**src/verilog/stepper_pkg.sv**
```systemverilog
// Shared types, register map and sizes for the stepper output subsystem
// Every block refers to these by scoped name

package stepper_pkg;

    ////////////////////////////////////////
    // Sizes

    localparam int QUEUE_DEPTH   = 8;   // Host side move FIFO
    localparam int SCHED_CREDITS = 2;   // Scheduler buffer slots

    ////////////////////////////////////////
    // Register map (word addresses)

    localparam logic [3:0] ADDR_POLARITY     = 4'd0;
    localparam logic [3:0] ADDR_CLR_SHUTDOWN = 4'd1;
    localparam logic [3:0] ADDR_STEP_DUR     = 4'd2;
    localparam logic [3:0] ADDR_PUSH_MOVE    = 4'd3;
    localparam logic [3:0] ADDR_STATUS       = 4'd4;

    ////////////////////////////////////////
    // Plain vector types

    typedef logic [7:0]  pin_vec_t;     // Pin levels or polarity bits
    typedef logic [15:0] step_dur_t;    // Step pulse width, clocks
    typedef logic [15:0] interval_t;    // Step start to step start, clocks
    typedef logic [14:0] step_count_t;  // Steps in one move
    typedef logic [3:0]  qcount_t;      // Queue fill level or free slots

    // Move entry, same bit layout as the push register data word
    // interval in [31:16], count in [15:1], dir in [0]
    typedef struct packed {
        interval_t   interval;
        step_count_t count;
        logic        dir;
    } move_entry_t;

    // One cycle write strobes from the bus decoder
    typedef struct packed {
        logic        set_polarity;
        logic        clear_shutdown;
        logic        set_step_dur;
        logic        push_move;
        logic [31:0] data;      // Raw write data
    } reg_cmd_t;

    // Status word, returned zero extended on a status read
    typedef struct packed {
        qcount_t free;          // Free queue slots
        logic    in_shutdown;
        logic    busy;          // Scheduler has work
        logic    overflow;      // Sticky, cleared by reading status
    } status_t;

    // Step scheduler FSM
    typedef enum logic [1:0] {
        IDLE,   // Waiting for a buffered entry
        WAIT,   // Counting down the interval
        STEP    // Issuing one step request
    } sched_state_e;

endpackage

```
**src/verilog/wb_stepper_regs.sv**
```systemverilog
// Wishbone slave for the stepper block: turns bus writes into one cycle commands
// and returns the status word, with a registered single cycle ack
`timescale 1ns/1ns

module wb_stepper_regs (
    input  logic                 clk,
    input  logic                 rst,

    input  logic                 wb_cyc_i,
    input  logic                 wb_stb_i,
    input  logic                 wb_we_i,
    input  logic [3:0]           wb_adr_i,
    input  logic [31:0]          wb_dat_i,
    output logic [31:0]          wb_dat_o,
    output logic                 wb_ack_o,

    output stepper_pkg::reg_cmd_t cmd_o,
    input  stepper_pkg::status_t  status_i,
    output logic                 status_read_o
);

    logic        ack_q;
    logic [31:0] rd_data_q;
    logic        req;           // Strobe seen for the first time
    logic        wr_req;
    logic        rd_req;

    ////////////////////////////////////////
    // Request decode

    // Host keeps stb up through the ack cycle, so mask it there
    assign req    = wb_cyc_i && wb_stb_i && !ack_q;
    assign wr_req = req && wb_we_i;
    assign rd_req = req && !wb_we_i;

    always_comb begin
        cmd_o                = '0;
        cmd_o.data           = wb_dat_i;
        cmd_o.set_polarity   = wr_req && (wb_adr_i == stepper_pkg::ADDR_POLARITY);
        cmd_o.clear_shutdown = wr_req && (wb_adr_i == stepper_pkg::ADDR_CLR_SHUTDOWN);
        cmd_o.set_step_dur   = wr_req && (wb_adr_i == stepper_pkg::ADDR_STEP_DUR);
        cmd_o.push_move      = wr_req && (wb_adr_i == stepper_pkg::ADDR_PUSH_MOVE);
    end

    // Queue clears its overflow flag on this
    assign status_read_o = rd_req && (wb_adr_i == stepper_pkg::ADDR_STATUS);

    ////////////////////////////////////////
    // Ack and read data

    always_ff @(posedge clk) begin
        if (rst) begin
            ack_q <= 1'b0;
        end else begin
            ack_q <= req;   // Also acks unmapped addresses
        end
    end

    // Sampled before the overflow bit is cleared
    always_ff @(posedge clk) begin
        if (rd_req) begin
            if (wb_adr_i == stepper_pkg::ADDR_STATUS)
                rd_data_q <= 32'(status_i);
            else
                rd_data_q <= '0;    // Unmapped reads return zero
        end
    end

    assign wb_ack_o = ack_q;
    assign wb_dat_o = rd_data_q;

    // One ack per strobe, even with stb held high
    a_ack_single: assert property (
        @(posedge clk) disable iff (rst) wb_ack_o |=> !wb_ack_o
    ) else $error("wb_ack_o high for two cycles");

endmodule

```
**src/verilog/move_queue.sv**
```systemverilog
// Move FIFO between the host and the step scheduler
// Sends the head entry only while a scheduler credit is held
`timescale 1ns/1ns

module move_queue (
    input  logic                     clk,
    input  logic                     rst,

    input  logic                     push_i,
    input  stepper_pkg::move_entry_t entry_i,

    output logic                     move_valid_o,
    output stepper_pkg::move_entry_t move_o,
    input  logic                     credit_return_i,

    output stepper_pkg::qcount_t     free_o,
    output logic                     overflow_o,
    input  logic                     status_read_i
);

    localparam int PTR_W = $clog2(stepper_pkg::QUEUE_DEPTH);
    localparam int CRD_W = $clog2(stepper_pkg::SCHED_CREDITS + 1);

    stepper_pkg::move_entry_t mem [stepper_pkg::QUEUE_DEPTH];
    stepper_pkg::move_entry_t move_q;

    logic [PTR_W-1:0]     wr_ptr;
    logic [PTR_W-1:0]     rd_ptr;
    stepper_pkg::qcount_t count;
    logic [CRD_W-1:0]     credits;
    logic                 valid_q;
    logic                 overflow_q;

    logic full;
    logic push_ok;
    logic pop;

    assign full    = (count == stepper_pkg::qcount_t'(stepper_pkg::QUEUE_DEPTH));
    assign push_ok = push_i && !full;               // Full queue drops the push
    assign pop     = (count != '0) && (credits != '0);

    ////////////////////////////////////////
    // Storage and output register

    always_ff @(posedge clk) begin
        if (push_ok)
            mem[wr_ptr] <= entry_i;
        if (pop)
            move_q <= mem[rd_ptr];
    end

    ////////////////////////////////////////
    // Pointers, fill level and credits

    always_ff @(posedge clk) begin
        if (rst) begin
            wr_ptr  <= '0;
            rd_ptr  <= '0;
            count   <= '0;
            credits <= CRD_W'(stepper_pkg::SCHED_CREDITS);  // Scheduler starts empty
            valid_q <= 1'b0;
        end else begin
            if (push_ok)
                wr_ptr <= wr_ptr + 1'b1;
            if (pop)
                rd_ptr <= rd_ptr + 1'b1;
            count   <= count + stepper_pkg::qcount_t'(push_ok) - stepper_pkg::qcount_t'(pop);
            credits <= credits + CRD_W'(credit_return_i) - CRD_W'(pop);
            valid_q <= pop;
        end
    end

    // Sticky overflow, cleared when the host reads status
    always_ff @(posedge clk) begin
        if (rst)
            overflow_q <= 1'b0;
        else if (push_i && full)
            overflow_q <= 1'b1;
        else if (status_read_i)
            overflow_q <= 1'b0;
    end

    assign move_valid_o = valid_q;
    assign move_o       = move_q;
    assign free_o       = stepper_pkg::qcount_t'(stepper_pkg::QUEUE_DEPTH) - count;
    assign overflow_o   = overflow_q;

    // Credit count stays in range; a wrap below zero also lands above the max
    a_credit_max: assert property (
        @(posedge clk) disable iff (rst) credits <= CRD_W'(stepper_pkg::SCHED_CREDITS)
    ) else $error("move_queue credits above SCHED_CREDITS");

    // Scheduler only returns credits that were spent
    a_credit_spent: assert property (
        @(posedge clk) disable iff (rst)
        credit_return_i |-> (credits != CRD_W'(stepper_pkg::SCHED_CREDITS))
    ) else $error("credit returned with all credits held");

endmodule

```
**src/verilog/step_scheduler.sv**
```systemverilog
// Step scheduler: buffers up to two move entries and paces step requests
// Returns one credit to the queue for each retired entry
`timescale 1ns/1ns

module step_scheduler (
    input  logic                     clk,
    input  logic                     rst,

    input  logic                     move_valid_i,
    input  stepper_pkg::move_entry_t move_i,
    output logic                     credit_return_o,

    output logic                     step_req_o,
    output logic                     step_dir_o,
    output logic                     busy_o
);

    localparam int SEL_W  = $clog2(stepper_pkg::SCHED_CREDITS);
    localparam int FILL_W = $clog2(stepper_pkg::SCHED_CREDITS + 1);

    stepper_pkg::move_entry_t slots [stepper_pkg::SCHED_CREDITS];
    stepper_pkg::move_entry_t head;

    logic [SEL_W-1:0]  wr_sel;
    logic [SEL_W-1:0]  rd_sel;
    logic [FILL_W-1:0] fill;

    stepper_pkg::sched_state_e state;
    stepper_pkg::interval_t    timer;      // Cycles left before the next step
    stepper_pkg::step_count_t  remaining;  // Steps left, including the current one
    logic                      dir_q;
    logic                      credit_q;
    logic                      retire;

    // Entry stays in its slot until it retires
    assign head = slots[rd_sel];

    assign retire = ((state == stepper_pkg::IDLE) && (fill != '0) && (head.count == '0))
                 || ((state == stepper_pkg::STEP) && (remaining == 15'd1));

    ////////////////////////////////////////
    // Entry buffer

    always_ff @(posedge clk) begin
        if (move_valid_i)
            slots[wr_sel] <= move_i;
    end

    always_ff @(posedge clk) begin
        if (rst) begin
            wr_sel <= '0;
            rd_sel <= '0;
            fill   <= '0;
        end else begin
            if (move_valid_i)
                wr_sel <= wr_sel + 1'b1;
            if (retire)
                rd_sel <= rd_sel + 1'b1;
            fill <= fill + FILL_W'(move_valid_i) - FILL_W'(retire);
        end
    end

    ////////////////////////////////////////
    // Step pacing FSM
    // Timer is loaded with interval-1, so intervals below 2 run slow

    always_ff @(posedge clk) begin
        if (rst) begin
            state     <= stepper_pkg::IDLE;
            timer     <= '0;
            remaining <= '0;
            dir_q     <= 1'b0;
            credit_q  <= 1'b0;
        end else begin
            credit_q <= retire;
            case (state)
                stepper_pkg::IDLE: begin
                    if (fill != '0 && head.count != '0) begin
                        dir_q     <= head.dir;
                        timer     <= head.interval - 1'b1;
                        remaining <= head.count;
                        state     <= stepper_pkg::WAIT;
                    end
                end
                stepper_pkg::WAIT: begin
                    if (timer <= 16'd1)
                        state <= stepper_pkg::STEP;
                    else
                        timer <= timer - 1'b1;
                end
                stepper_pkg::STEP: begin
                    remaining <= remaining - 1'b1;
                    timer     <= head.interval - 1'b1;  // Next step, same entry
                    if (remaining == 15'd1)
                        state <= stepper_pkg::IDLE;     // Last step of the move
                    else
                        state <= stepper_pkg::WAIT;
                end
                default: state <= stepper_pkg::IDLE;
            endcase
        end
    end

    assign step_req_o      = (state == stepper_pkg::STEP);
    assign step_dir_o      = dir_q;
    assign credit_return_o = credit_q;
    assign busy_o          = (state != stepper_pkg::IDLE) || (fill != '0);

    // Queue must never send beyond the credits it was given
    a_no_overfill: assert property (
        @(posedge clk) disable iff (rst)
        move_valid_i |-> (fill < FILL_W'(stepper_pkg::SCHED_CREDITS))
    ) else $error("move_valid with scheduler buffer full");

endmodule

```
**src/verilog/pin_config.sv**
```systemverilog
// Output pin stage: polarity, timed step pulse, direction latch and shutdown
// Pins 0 and 1 carry step and direction, pins 7..2 only show polarity
`timescale 1ns/1ns

module pin_config (
    input  logic                  clk,
    input  logic                  rst,

    input  stepper_pkg::reg_cmd_t cmd_i,

    input  logic                  step_req_i,
    input  logic                  step_dir_i,

    input  logic                  pin_shutdown_i,
    output logic                  in_shutdown_o,
    output stepper_pkg::pin_vec_t pins_o
);

    stepper_pkg::pin_vec_t  polarity;
    stepper_pkg::step_dur_t step_dur;
    stepper_pkg::step_dur_t dur_count;
    logic                   in_pulse;
    logic                   active_dir;
    logic [1:0]             shutdown_sync;
    logic                   in_shutdown;
    logic                   pulse_on;
    logic                   dir_on;

    ////////////////////////////////////////
    // Host programmed registers

    always_ff @(posedge clk) begin
        if (rst)
            polarity <= '0;
        else if (cmd_i.set_polarity)
            polarity <= stepper_pkg::pin_vec_t'(cmd_i.data[7:0]);
    end

    always_ff @(posedge clk) begin
        if (rst)
            step_dur <= '0;
        else if (cmd_i.set_step_dur)
            step_dur <= stepper_pkg::step_dur_t'(cmd_i.data[15:0]);
    end

    ////////////////////////////////////////
    // Step pulse timing

    assign in_pulse = (dur_count != '0);

    // Requests during an active pulse are lost
    always_ff @(posedge clk) begin
        if (rst)
            dur_count <= '0;
        else if (in_pulse)
            dur_count <= dur_count - 1'b1;
        else if (step_req_i)
            dur_count <= step_dur;      // Zero duration gives no pulse
    end

    // Direction only moves between pulses
    always_ff @(posedge clk) begin
        if (rst)
            active_dir <= 1'b0;
        else if (!in_pulse)
            active_dir <= step_dir_i;
    end

    ////////////////////////////////////////
    // Shutdown tracking

    always_ff @(posedge clk) begin
        if (rst)
            shutdown_sync <= '0;
        else
            shutdown_sync <= {shutdown_sync[0], pin_shutdown_i};  // Async input
    end

    // Sticky until the host clears it
    always_ff @(posedge clk) begin
        if (rst || cmd_i.clear_shutdown)
            in_shutdown <= 1'b0;
        else if (shutdown_sync[1])
            in_shutdown <= 1'b1;
    end

    assign pulse_on = in_pulse && !in_shutdown;
    assign dir_on   = active_dir && !in_shutdown;

    // Pin drive
    assign pins_o[0]   = polarity[0] ^ pulse_on;
    assign pins_o[1]   = polarity[1] ^ dir_on;
    assign pins_o[7:2] = polarity[7:2];

    assign in_shutdown_o = in_shutdown;

endmodule

```
**src/verilog/stepper_top.sv**
```systemverilog
// Stepper output subsystem top: Wishbone registers, move queue, scheduler
// and pin stage, wired together with no logic of its own
`timescale 1ns/1ns

module stepper_top (
    input  logic                  clk,
    input  logic                  rst,

    input  logic                  wb_cyc_i,
    input  logic                  wb_stb_i,
    input  logic                  wb_we_i,
    input  logic [3:0]            wb_adr_i,
    input  logic [31:0]           wb_dat_i,
    output logic [31:0]           wb_dat_o,
    output logic                  wb_ack_o,

    input  logic                  pin_shutdown_i,
    output stepper_pkg::pin_vec_t pins_o
);

    stepper_pkg::reg_cmd_t    cmd;
    stepper_pkg::status_t     status;
    logic                     status_read;

    stepper_pkg::move_entry_t move;
    logic                     move_valid;
    logic                     credit_return;
    stepper_pkg::qcount_t     q_free;
    logic                     q_overflow;

    logic                     step_req;
    logic                     step_dir;
    logic                     sched_busy;
    logic                     in_shutdown;

    // Status word gathered from the three blocks
    assign status = '{free: q_free, in_shutdown: in_shutdown,
                      busy: sched_busy, overflow: q_overflow};

    wb_stepper_regs u_regs (
        .clk           (clk),
        .rst           (rst),
        .wb_cyc_i      (wb_cyc_i),
        .wb_stb_i      (wb_stb_i),
        .wb_we_i       (wb_we_i),
        .wb_adr_i      (wb_adr_i),
        .wb_dat_i      (wb_dat_i),
        .wb_dat_o      (wb_dat_o),
        .wb_ack_o      (wb_ack_o),
        .cmd_o         (cmd),
        .status_i      (status),
        .status_read_o (status_read)
    );

    move_queue u_queue (
        .clk             (clk),
        .rst             (rst),
        .push_i          (cmd.push_move),
        .entry_i         (stepper_pkg::move_entry_t'(cmd.data)),
        .move_valid_o    (move_valid),
        .move_o          (move),
        .credit_return_i (credit_return),
        .free_o          (q_free),
        .overflow_o      (q_overflow),
        .status_read_i   (status_read)
    );

    step_scheduler u_sched (
        .clk             (clk),
        .rst             (rst),
        .move_valid_i    (move_valid),
        .move_i          (move),
        .credit_return_o (credit_return),
        .step_req_o      (step_req),
        .step_dir_o      (step_dir),
        .busy_o          (sched_busy)
    );

    pin_config u_pins (
        .clk            (clk),
        .rst            (rst),
        .cmd_i          (cmd),
        .step_req_i     (step_req),
        .step_dir_i     (step_dir),
        .pin_shutdown_i (pin_shutdown_i),
        .in_shutdown_o  (in_shutdown),
        .pins_o         (pins_o)
    );

endmodule

```
**config.mk**
```make
export PLATFORM = sky130hd
export DESIGN_NAME = stepper_top
export DESIGN_NICKNAME = d
export VERILOG_FILES = /design/src/verilog/stepper_pkg.sv /design/src/verilog/wb_stepper_regs.sv /design/src/verilog/move_queue.sv /design/src/verilog/step_scheduler.sv /design/src/verilog/pin_config.sv /design/src/verilog/stepper_top.sv
export SDC_FILE = /design/constraint.sdc
export NUM_CORES = 1
export LEC_CHECK = 0
export BUFFER_PORTS_ARGS = -buffer_cell sky130_fd_sc_hd__buf_2
export CAP_MARGIN = 20
export CORE_MARGIN = 3
export CORE_UTILIZATION = 35
export CTS_BUF_LIST = sky130_fd_sc_hd__clkbuf_4 sky130_fd_sc_hd__clkbuf_8
export CTS_CLUSTER_DIAMETER = 100
export DETAILED_ROUTE_END_ITERATION = 16
export GPL_ROUTABILITY_DRIVEN = 1
export HOLD_SLACK_MARGIN = 0.15
export SETUP_SLACK_MARGIN = 0.4
export SYNTH_ARGS = -nofsm -noshare
export SYNTH_HDL_FRONTEND = slang
export SYNTH_HIERARCHICAL = 1
export SYNTH_SLANG_ARGS = --single-unit
```
**constraint.sdc**
```tcl
create_clock -name clk -period 8.2 [get_ports clk]
set_input_delay 0.82 -clock clk [delete_from_list [all_inputs] [get_ports clk]]
set_output_delay 0.82 -clock clk [all_outputs]
set_load 0.02 [all_outputs]
```
# [After elaboration in Yosys (flattened, before gate mapping)]
# Memory sizes are Yosys's and may differ from the RTL's. A register that Yosys moved wholly into a read port is not among the register bits.
# Cells that the tools add are included.
# Widths: inputs -> output; s select.
[classes] n_mux=19 n_bitwise=2 n_reduce_logical=42 magnitude_cmp=1 n_div=0 n_mul=0 add_sub_neg=15 eq_ne=11 shift=0
[op_table] operator="$mux 16" count=4
[op_table] operator="$pmux 16 s3" count=1
[op_table] operator="$sub 16x1->16 const B" count=3
[op_table] operator="$pmux 15 s2" count=1
[op_table] operator="$logic_and 1x1->1" count=18
[op_table] operator="$le 16x1->1 const B" count=1
[op_table] operator="$reduce_bool 16->1" count=1
[op_table] operator="$eq 15x1->1 const B" count=1
[op_table] operator="$logic_not 15->1" count=1
[op_table] operator="$mux 15" count=1
[op_table] operator="$reduce_bool 15->1" count=1
[op_table] operator="$sub 15x1->15 const B" count=1
[op_table] operator="$reduce_bool 2->1" count=6
[op_table] operator="$mux 1" count=9
[op_table] operator="$eq 4x2->1 const B" count=2
[op_table] operator="$add 3x1->3 const B" count=2
[op_table] operator="$pmux 2 s3" count=1
[op_table] operator="$reduce_and 2->1" count=3
[op_table] operator="$add 2x1->2" count=2
[op_table] operator="$add 4x1->4" count=1
[op_table] operator="$eq 4x1->1 const B" count=1
[op_table] operator="$eq 4x3->1 const B" count=1
[op_table] operator="$eq 4x4->1 const B" count=1
[op_table] operator="$logic_not 1->1" count=4
[op_table] operator="16 further kinds" count=23
[totals] n_memories=2 ramBits=320 latchBits=0 rom_bits=0 inputBits=42 ff_bits=130 output_inout_bits=41 elab_cells=115
[memory_table] name="u_queue.mem" depth=8 width=32 rd=1 rd_clocked_by_memory_dff=1 wr=1 line_no="move_queue.sv:24" rtl="stepper_pkg::move_entry_t mem [stepper_pkg::QUEUE_DEPTH];"
[memory_table] name="u_sched.slots" depth=2 width=32 rd=1 rd_clocked_by_memory_dff=1 wr=1 line_no="step_scheduler.sv:21" rtl="stepper_pkg::move_entry_t slots [stepper_pkg::SCHED_CREDITS];"

# [Logic depth before layout (Yosys ltp)]
# Gate-level depths: netlist (run 1).
[depth] word_depth=7 depth_mapped=12 depth_no_buf=9

# [Cells and area by module]
# Netlist (run 1), hierarchy kept.
[modules_own_cells] mod="move_queue" area_each_um2=11501.0 cells_each=491 n_inst=1
[modules_own_cells] mod="step_scheduler" area_each_um2=5208.7 cells_each=477 n_inst=1
[modules_own_cells] mod="pin_config" area_each_um2=1996.9 cells_each=217 n_inst=1
[modules_own_cells] mod="wb_stepper_regs" area_each_um2=823.3 cells_each=87 n_inst=1

# [Worst setup path after synthesis (run 1)]
# OpenSTA, ideal clock, no wires.
[synth_path] kind="input-to-reg" from="input wb_adr_i[2]" to="memory u_queue/mem[0][0] in the netlist's numbering, enable pin" arrival_time_ps=4064 path_slack_ps=3675 cell_stages=5 setup_ps=461 required_ps=7739 path_cell_list="nand4b_1 > nor4_1 > a21boi_2 > nand2b_1 > nor3_1"
[synth_rtl] item="from (decl)" line_no="stepper_top.sv:12" rtl="input logic [3:0] wb_adr_i,"
[synth_rtl] item="to (decl)" line_no="move_queue.sv:24"

# [Worst setup path after layout (run 1)]
[layout_path] from="register u_pins.dur_count[0]" to="output pins_o[0]"
[layout_via] elab_chain_len=3
[layout_rtl] item="from (decl)" line_no="pin_config.sv:21" rtl="stepper_pkg::step_dur_t dur_count;"
[layout_rtl] item="from (signal assigned)" line_no="pin_config.sv:56" rtl="dur_count <= dur_count - 1'b1;"
[layout_rtl] item="from (signal assigned)" line_no="pin_config.sv:58" rtl="dur_count <= step_dur;"
[layout_rtl] item="$reduce_bool 16->1" line_no="pin_config.sv:49" rtl="assign in_pulse = (dur_count != '0);"
[layout_rtl] item="$logic_and 1x1->1" line_no="pin_config.sv:87" rtl="assign pulse_on = in_pulse && !in_shutdown;"
[layout_rtl] item="$xor 1x1->1" line_no="pin_config.sv:91" rtl="assign pins_o[0] = polarity[0] ^ pulse_on;"
[layout_rtl] item="to (decl)" line_no="stepper_top.sv:18" rtl="output stepper_pkg::pin_vec_t pins_o"
# No other way between the ends.

==> results.tsv, run 1 <==
metric	value	unit
outcome	finished, final reports clean	
die_x	242	µm
rows	85	
leakage	7.17	nW
worstReg2RegEnd	u_queue/mem[4][17]	
via_count	10700	
clk_path_buf_depth	3	
post_drt_wl_per_cell	18.1	µm
area_delta_synth_final	12.0	%
grt_antenna_before_repair	6	
rsz0062_at_grt	false	
path_clk_slew	0.06	ns
core-area	54600	µm²
initial_core_util	0.358	
ir_worst_vdd	0.000149	V
cts-htree-levels	3	
synth_top_area_share	0.552	
fill_cells	4978	
setup_viol	0	
tns	0	ns
numPortBuffers	57	
syn_area	19500	µm²
fmax	291	MHz
numClockSinks	458	
synthTopCellsByArea	edfxtp_1 55%, dfxtp_1 10%, mux4_2 4.5%	
final_cell_area	21900	µm²
die_y	242	µm
use_met1	0.170	
routabilityCongestion	0.823	
ys.flop_type	edfxtp_1	
grt_start_max_net_pins	67	
synth_largest_area_cell	edfxtp_1	
r2r_slack	4.94	ns
cts_hold_buf	0	
root_buffer	clkbuf_8	
hold_viol_final	0	
holdPathEnd	u_pins/shutdown_sync[0]	
clock_latency	0.63	ns
worst_pin_slew	0.946	ns
yosysWarnings	6	
tritoncts	done	
grt_pass1_vias	10900	
hold_ws	0.423	ns
slew_violations	0	
critPathRequiredTime	7.38	ns
overflow	0	
die_area	58700	µm²
clock_skew	0.0311	ns
finalPower	7.12	mW
ant_nets	0	
grt.busiest_layer	met2	
placed_area	20300	µm²
first_pass_iters	5	
vias_per_cell	5.00	
ys_types	93	
hold_path_startpoint	pin_shutdown_i	
synth_seq_cells	458	
synthCells	1272	
cp-end-kind	output pin	
post_synth.cell_area_avg	15.4	µm²
drtIter0Drc	838	
use_met2	0.214	
synth-seq-area-share	0.653	
finalCritPeriodShare	0.418	
p_per_area	326	nW/µm²
dp.final_hpwl	24.4	mm
detail_route.drc_violations	0	
cts_resized	0	
cts_setup_buffers	0	
critPathArrivalTime	2.61	ns
critical_path_class	reg -> out	
holdPathStages	2	
groute.usage.overall	0.131	
maxSlewHeadroom	0.370	
min_path_type	in -> reg	
drt-total-wl	38.6	mm
grt_pass1_wl	60.8	mm
min_period	3.43	ns
r2r_cells	5	
maxCapViolations	0	
crit-reg2reg-launch	u_regs/wb_ack_o	
drive_above_1_share	0.242	
gr-usage-met3	0.0323	
async_flop_share	0	
cts_buffers	77	
synth-edff-count	359	
num_io_pins	83	
path_max_fanout	8	
start_kind	register	
nNetsFinal	1396	
==> cells in the mapped netlist (all sizes together) (13+ instances only) <==
cell type / n
edfxtp: 359
dfxtp: 99
buf: 92
nor2: 89
mux4: 64
nand2: 56
mux2i: 52
a21oi: 49
mux2: 42
nor3: 30
clkbuf: 24
nand3: 22
o21ai: 22
nor4: 20
inv: 19
ha: 18
xnor2: 18
xor2: 15
nand2b: 14
a31oi: 13
nor2b: 13
==> state kept, by name, summed over array words and instances, names as in the netlist, 3 cells and up, named ones only <==
register	cells
u_sched/slots	64
u_queue/move_o	32
u_pins/step_dur	16
u_queue/wr_ptr	3
u_sched/timer	16
u_queue/mem	256
u_queue/count	4
u_pins/dur_count	16
u_sched/remaining	15
u_pins/polarity	8
u_regs/wb_dat_o	7
u_queue/rd_ptr	3
==> report_power, final <==
part | internal, mW | switching (mW) | total, mW
clock | 1.17 | 0.881 | 2.06
combinational | 0.807 | 1.09 | 1.90
sequential | 2.91 | 0.252 | 3.17
total | 4.90 | 2.22 | 7.12
==> critical path: stages (launching register included) <==
cell	delay, ns
dfxtp_1	0.35
inv_1	0.11
ha_1	0.23
nor3b_1	0.35
and4_1	0.47
nor2_1	0.09
xor2_1	0.19
buf_2	0.20
==> logic make-up after synthesis <==
kind of cell / synth area share
flip-flops: 0.653
multiplexers: 0.129
XOR/XNOR: 0.0148
AND/OR/NAND/NOR: 0.0871
other: 0.000192
buffers and inverters: 0.0452
adder cells (fa/ha/maj): 0.0126
AO/OA/AOI/OAI: 0.0572
==> through the flow <==
| step | cells | utilization | setup WS, ns |
|---|---|---|---|
| finish | 2134 | 0.401 | 4.77 |
| global route | 2133 | 0.401 | 4.53 |
| CTS | 2131 | 0.400 | 4.72 |
| detailed placement | 1993 | 0.371 | 4.11 |
| global placement | 1990 | 0.370 | 4.28 |
| floorplan | 1296 | - | 3.67 |
==> worst max path at each step <==
stage                              end  slack [ns]  depth (start not counted)                 from
floorplan            u_queue/mem[0][0]        3.67                          5          wb_adr_i[2]
global placement    u_queue/mem[4][13]        4.28                          7          wb_adr_i[2]
detailed placement  u_queue/mem[4][12]        4.11                          7          wb_adr_i[2]
CTS                          pins_o[0]        4.72                          7  u_pins/dur_count[0]
global route        u_queue/mem[4][19]        4.53                          7          wb_adr_i[2]
finish                       pins_o[0]        4.77                          7  u_pins/dur_count[0]
==> cell type report <==
class                      count  area, µm²  area share
clock inverter                39        343      0.0157
tap                          739        925      0.0423
inverter                      20       75.1     0.00343
clock buffer                  99       1230      0.0563
antenna                        1       2.50    0.000114
sequential                   458      12800       0.584
timing repair buffer          76        478      0.0219
multi-input combinational    702       6050       0.277
==> cells in the final DEF, fill, tap and decap left out, drive strengths merged, types with 30 or more instances in the layout <==
| cell type | instances |
|---|---|
| dfxtp | 99 |
| mux2i | 52 |
| mux2 | 42 |
| nand2 | 56 |
| nor2 | 89 |
| a21oi | 49 |
| clkbuf | 99 |
| edfxtp | 359 |
| mux4 | 64 |
| nor3 | 30 |
| buf | 76 |
==> routing by layer <==
layer | wire, µm | part of all wire
met5 | 27 | 0.00070
met4 | 1050 | 0.027
met3 | 1990 | 0.051
met2 | 18600 | 0.48
met1 | 16900 | 0.44
(Power assumes the default switching activity.)
==> run 2: changes to the inputs <==
clock period = 3.6 ns   (was 8.2 ns; I/O delays follow)
==> run 2 against run 1 <==
  * Final area increased by 2.2%
  * Clock power increased by 130%
  * Sequential share of layout area decreased by 1.2 points
  * Power increased by 130%
  * Clock-buffer cell count increased by 11
  * Clock skew increased by 0.011 ns
  * Largest cell class unchanged
  * Largest power group unchanged
  * Highest routed layer is now met4
==> results.tsv, run 2 (synthesis results as in run 1) <==
metric	value	unit	change
worstReg2RegEnd	u_sched/remaining[9]		was u_queue/mem[4][17]
grt_pass1_vias	11100		was 10,900
tritoncts	done		unchanged
cts-htree-levels	3		unchanged
min_path_type	in -> reg		unchanged
via_count	10800		was 10,700
rows	85		unchanged
largest_reg_flops	256		unchanged
critPathArrivalTime	2.51	ns	was 2.61 ns
detail_route.drc_violations	0		unchanged
hold_viol_final	0		unchanged
core-area	54600	µm²	unchanged
post_drt_wl_per_cell	18.0	µm	was 18.1 µm
initial_core_util	0.358		unchanged
finalCritPeriodShare	0.797		
nNetsFinal	1437		was 1,396
die_area	58700	µm²	unchanged
clock_skew	0.0418	ns	was 0.0311 ns
grt_antenna_before_repair	1		was 6
fmax	349	MHz	
final_cell_mix	359 x edfxtp_1, 95 x dfxtp_1, 85 x clkbuf_8		was 359 x edfxtp_1, 96 x dfxtp_1, 80 x nor2_1
num_io_pins	83		unchanged
cp-end-kind	output pin		unchanged
maxSlewHeadroom	0.318		was 0.370
final_common_cell	edfxtp_1		unchanged
worst_pin_slew	1.02	ns	was 0.946 ns
slew_violations	0		unchanged
maxCapViolations	0		unchanged
fill_cells	4972		was 4,978
die_x	242	µm	unchanged
groute.usage.overall	0.133		was 0.131
setup_viol	0		unchanged
clk_path_buf_depth	3		unchanged
first_pass_iters	5		unchanged
clock_latency	0.65	ns	was 0.63 ns
outcome	finished, final reports clean		unchanged
numPortBuffers	57		unchanged
min_period	2.87	ns	
grt_start_max_net_pins	67		unchanged
routabilityCongestion	0.828		was 0.823
area_delta_synth_final	14.5	%	was 12.0%
die_y	242	µm	unchanged
leakage	7.39	nW	was 7.17 nW
startpoint	u_pins/dur_count[11]		was u_pins/dur_count[0]
top_register	u_queue/mem		unchanged
rsz0062_at_grt	false		unchanged
ir_worst_vdd	0.000363	V	was 0.000149 V
path_max_fanout	8		unchanged
vias_per_cell	4.98		was 5.00
root_buffer	clkbuf_8		unchanged
tns	0	ns	unchanged
antennaDiodeCount	0		was 1
drtIter0Drc	860		was 838
multi_input_area	6070	µm²	was 6050 µm²
critPathRequiredTime	3.24	ns	was 7.38 ns
numClockSinks	458		unchanged
regArea	12800	µm²	about the same
drive_above_1_share	0.243		was 0.242
dp.final_hpwl	24.9	mm	was 24.4 mm
ant_nets	0		unchanged
path_clk_slew	0.06	ns	about the same
start_kind	register		unchanged
crit_end	pins_o[0]		unchanged
p_per_area	734	nW/µm²	was 326 nW/µm²
cts_buffers	77		unchanged
drt-total-wl	39.2	mm	was 38.6 mm
critical_path_class	reg -> out		unchanged
final_core_util	0.410		was 0.401
r2r_cells	6		was 5
r2r_slack	1.02	ns	was 4.94 ns
overflow	0		unchanged
grt_pass1_wl	62.2	mm	was 60.8 mm
crit-reg2reg-launch	u_sched/state[0]		was u_regs/wb_ack_o
## run 2: changes by cell type in the layout (fill, tap and decap cells not counted), sizes merged, moves of 3 or more
cell | previous run | this run
clkbuf | 99 | 110
bufinv | 6 | 3
inv | 20 | 23
clkinvlp | 5 | 0
dlygate4sd3 | 0 | 37
buf | 76 | 80
## run 2: metrics by stage
step | power (mW) | area [µm²] | hold slack, ns | worst slack [ns] | std cells
floorplan | 10.7 | 19600 | 0.414 | 0.389 | 1296
global placement | 11.6 | 20300 | 0.420 | 0.826 | 1999
detailed placement | 11.7 | 20300 | 0.429 | 0.784 | 1999
CTS | 16.6 | 22300 | 0.166 | 0.468 | 2178
global route | 17.4 | 22400 | 0.200 | 0.511 | 2178
finish | 16.4 | 22400 | 0.227 | 0.731 | 2178
## run 2: repair_timing
| item | 4_1_cts | 5_1_grt |
|---|---|---|
| gates resized for setup | 0 | 2 |
| endpoints found under the hold margin | 284 | 0 |
| setup buffers | 0 | 0 |
| hold buffers | 37 | 0 |
| endpoints found under the setup margin | 0 | 1 |
## run 2: cell type report
cell class                      instances  share of cell area
Clock buffer                          110              0.0607
Clock inverter                         32              0.0121
Inverter                               20             0.00336
Multi-Input combinational cell        702               0.272
Sequential cell                       458               0.571
Tap cell                              739              0.0414
Timing Repair Buffer                  117              0.0394
## run 2: how the worst min path moves through the flow
stage	from	endpoint	slack, ns	depth (start not counted)
5_1_grt	wb_we_i	u_regs/wb_dat_o[6]	0.20	2
3_5_place_dp	u_queue/move_o[7]	u_sched/slots[1][7]	0.43	0
6_report	wb_we_i	u_regs/wb_dat_o[4]	0.23	2
4_1_cts	wb_we_i	u_regs/wb_dat_o[4]	0.17	2
2_1_floorplan	u_pins/shutdown_sync[0]	u_pins/shutdown_sync[1]	0.41	1
3_3_place_gp	u_pins/shutdown_sync[0]	u_pins/shutdown_sync[1]	0.42	1
## run 2: metal layers
layer | GRT usage | vias to the layer above | wire length, µm | part of all wire
li1 | - | 5083 | - | -
met1 | 0.178 | 5397 | 17800 | 0.45
met2 | 0.213 | 277 | 18400 | 0.47
met3 | 0.0269 | 92 | 1800 | 0.046
met4 | 0.0520 | 0 | 1140 | 0.029
met5 | 0 | - | 0 | 0
## run 2: report_power, final
group,internal (mW),switching (mW),total [mW]
Sequential,6.64,0.551,7.19
Clock,2.68,2.09,4.77
Combinational,1.88,2.57,4.45
## run 2: worst max-delay path, cell delays in order (launching register included)
cell and delay [ns]:
dfxtp_1 0.36, nor4_1 0.57, and4_2 0.48, nor2_1 0.08
xor2_1 0.17, buf_2 0.20
==> run 3: changes to the inputs <==
ABC_AREA = 1   (was not set)
clock period = 2.7 ns   (was 3.6 ns; I/O delays follow)
==> run 3 against run 2 <==
  * Setup slack lost 0.20 ns
  * Final cell count grew 47%
  * Combinational power is 67% higher
  * Utilization is 0.14 points higher
  * Non-clock buffer count rose by 18
==> results.tsv, run 3 <==
metric	value	unit	change
outcome	finished, final reports clean		unchanged
start_kind	register		unchanged
p_switching	8.41	mW	was 5.21 mW
regArea	12800	µm²	unchanged
drt-total-wl	47.5	mm	was 39.2 mm
first_pass_iters	7		was 5
leakage	10.4	nW	was 7.39 nW
synth-seq-area-share	0.613		was 0.653
finalCritPeriodShare	0.804		
r2r_slack	0.68	ns	was 1.02 ns
crit-reg2reg-launch	u_regs/wb_ack_o		was u_sched/state[0]
path_clk_slew	0.06	ns	about the same
ys_types	46		was 93
muxShareOfSynthArea	0.000481		was 0.129
syn_area	20800	µm²	was 19,500 µm²
grt_antenna_before_repair	2		was 1
fmax	460	MHz	
clock_skew	0.0329	ns	was 0.0418 ns
synth_top_family_by_area	simple AND/OR/NAND/NOR gates		was multiplexers
clk_path_buf_depth	3		unchanged
groute.usage.overall	0.151		was 0.133
synth_fa_ha_area_frac	0.0118		was 0.0126
top_register	u_queue/mem		unchanged
min_period	2.17	ns	
holdPathEnd	u_queue/overflow_o		was u_regs/wb_dat_o[4]
largest_reg_flops	256		unchanged
final_cell_mix	748 x nand2_1, 359 x edfxtp_1, 307 x inv_1		was 359 x edfxtp_1, 95 x dfxtp_1, 85 x clkbuf_8
final_core_util	0.411		was 0.410
worst_pin_slew	0.759	ns	was 1.02 ns
clock_power_share	0.271		was 0.291
die_y	250	µm	was 242 µm
vias_per_cell	4.62		was 4.98
synth_top_area_share	0.518		was 0.552
synth-edff-count	359		unchanged
rows	88		was 85
crit_path_max_incr_delay	0.32	ns	was 0.57 ns
final_common_cell	nand2_1		was edfxtp_1
cp-end-kind	output pin		unchanged
root_buffer	clkbuf_8		unchanged
ant_nets	0		unchanged
ys.flop_type	edfxtp_1		unchanged
yosysMostFrequentCell	nand2_1		was edfxtp_1
finalPower	23.2	mW	was 16.4 mW
dp_slack	0.365	ns	was 0.784 ns
worstReg2RegEnd	u_queue/count[1]		was u_sched/remaining[9]
worst_slack	0.528	ns	was 0.731 ns
num_io_pins	83		unchanged
post_drt_wl_per_cell	14.8	µm	was 18.0 µm
hold_path_startpoint	wb_cyc_i		was wb_we_i
synth_seq_cells	458		unchanged
dp.final_hpwl	29.5	mm	was 24.9 mm
drtIter0Drc	1183		was 860
tritoncts	done		unchanged
numClockSinks	458		unchanged
ir_worst_vdd	0.000434	V	was 0.000363 V
hold_viol_final	0		unchanged
overflow	0		unchanged
initial_core_util	0.357		was 0.358
min_path_type	in -> reg		unchanged
critical_path_class	reg -> out		unchanged
async_flop_share	0		unchanged
seq_power_share	0.410		was 0.438
rsz0062_at_grt	false		unchanged
detail_route.drc_violations	0		unchanged
cp_slowest_cell	dfxtp_1		was nor4_1
slew_violations	0		unchanged
critPathRequiredTime	2.43	ns	was 3.24 ns
synthCells	2273		was 1,272
routabilityCongestion	0.837		was 0.828
ys_top_cells_by_count	754 x nand2_1, 359 x edfxtp_1, 313 x inv_1		was 359 x edfxtp_1, 99 x dfxtp_1, 86 x nor2_1
holdPathStages	8		was 2
via_count	14800		was 10,800
tns	0	ns	unchanged
core-area	58200	µm²	was 54,600 µm²
path_max_fanout	6		was 8
post_synth.cell_area_avg	9.16	µm²	was 15.4 µm²
grt_pass1_wl	76.3	mm	was 62.2 mm
clock_latency	0.63	ns	was 0.65 ns
switching_share	0.363		was 0.318
comb_power_share	0.319		was 0.271
drive_above_1_share	0.118		was 0.243
yosysWarnings	6		unchanged
grt_pass1_vias	14500		was 11,100
setup_viol	0		unchanged
numPortBuffers	57		unchanged
cp_cell_sequence	inv_2 > ha_4 > nand2_1 > nor2_2 > nand2_2 > nand2_1 > xnor2_1 > buf_4		was nor4_1 > and4_2 > nor2_1 > xor2_1 > buf_2
cts-htree-levels	3		unchanged
internal-power	14.8	mW	was 11.2 mW
die_area	62400	µm²	was 58,700 µm²
cts_buffers	79		was 77
nNetsFinal	2435		was 1,437
critPathMostFrequentCell	nand2_1		
synth_compound_area_frac	0.0372		was 0.0572
synth_xor_area_frac	0.00926		was 0.0148
critPathArrivalTime	1.90	ns	was 2.51 ns
r2r_cells	11		was 6
synthTopCellsByArea	edfxtp_1 52%, nand2_1 14%, dfxtp_1 9.5%		was edfxtp_1 55%, dfxtp_1 10%, mux4_2 4.5%
multi_input_area	6240	µm²	was 6070 µm²
yosys.area_share.simple	0.229		was 0.0871
die_x	250	µm	was 242 µm
fill_cells	5555		was 4,972
maxSlewHeadroom	0.494		was 0.318
grt_start_max_net_pins	131		was 67
synth_largest_area_cell	edfxtp_1		unchanged
p_per_area	969	nW/µm²	was 734 nW/µm²
maxCapViolations	0		unchanged
area_delta_synth_final	15.0	%	was 14.5%
## run 3: worst max-delay path by stage
| stage | start | endpoint | slack (ns) | depth (start not counted) |
|---|---|---|---|---|
| floorplan | u_regs/wb_ack_o | u_queue/mem[0][0] | 0.20 | 6 |
| global placement | wb_cyc_i | u_queue/mem[6][18] | 0.36 | 9 |
| detailed placement | wb_adr_i[2] | u_queue/mem[6][18] | 0.36 | 8 |
| CTS | u_pins/dur_count[1] | pins_o[0] | 0.43 | 8 |
| global route | u_pins/dur_count[0] | pins_o[0] | 0.40 | 8 |
| finish | u_pins/dur_count[0] | pins_o[0] | 0.53 | 8 |
## run 3: worst max-delay path, delay by kind of cell (launching register included)
kind / cells / cell delay [ns]
simple gates: 4 / 0.40
flops: 1 / 0.32
buf+inv: 2 / 0.30
fa+ha+maj: 1 / 0.16
xor+xnor: 1 / 0.13
## run 3: layout make-up
type                            instances  share of cell area
Sequential cell                       458               0.533
Multi-Input combinational cell       1379               0.260
Clock buffer                          107              0.0565
Inverter                              321              0.0509
Timing Repair Buffer                  135              0.0491
Tap cell                              765              0.0400
Clock inverter                         31             0.00956
Antenna cell                            1            0.000105
## run 3: logic make-up after synthesis
family,count (synthesis)
XOR/XNOR,22
other,1
AO/OA/AOI/OAI,144
flip-flops,458
AND/OR/NAND/NOR,1167
buffers and inverters,461
adder cells (fa/ha/maj),19
multiplexers,1
## run 3: power by group through the flow
stage                     Clock (mW)  Sequential, mW  Combinational (mW)
after floorplan                    0            9.45                5.52
after global placement             0            9.60                7.12
after detailed placement           0            9.64                7.22
after CTS                       6.50            9.50                7.32
after global routing            6.83            9.63                8.42
final                           6.29            9.51                7.41
## run 3: through the flow
| stage | hold slack [ns] | cells | instance area [µm²] |
|---|---|---|---|
| after floorplan | 0.347 | 2297 | 21000 |
| after global placement | 0.391 | 3011 | 21800 |
| after detailed placement | 0.399 | 3011 | 21800 |
| after CTS | 0.194 | 3192 | 23900 |
| after global routing | 0.282 | 3197 | 23900 |
| final | 0.267 | 3197 | 23900 |
## run 3: layer usage
metal  global-route usage  vias to the layer above  wire length, µm
li1                     -                     7380                -
met1                0.195                     6929            21200
met2                0.255                      394            22800
met3               0.0250                       83             2310
met4               0.0552                        0             1100
met5                    0                        -                0
## run 3: timing repair
action | CTS | global route
pin swaps | 0 | 1
buffers inserted | 0 | 3
resized for setup | 5 | 17
cloned | 0 | 1
endpoints found under the setup margin | 1 | 255
hold buffers | 43 | 0
endpoints found under the hold margin | 324 | 0
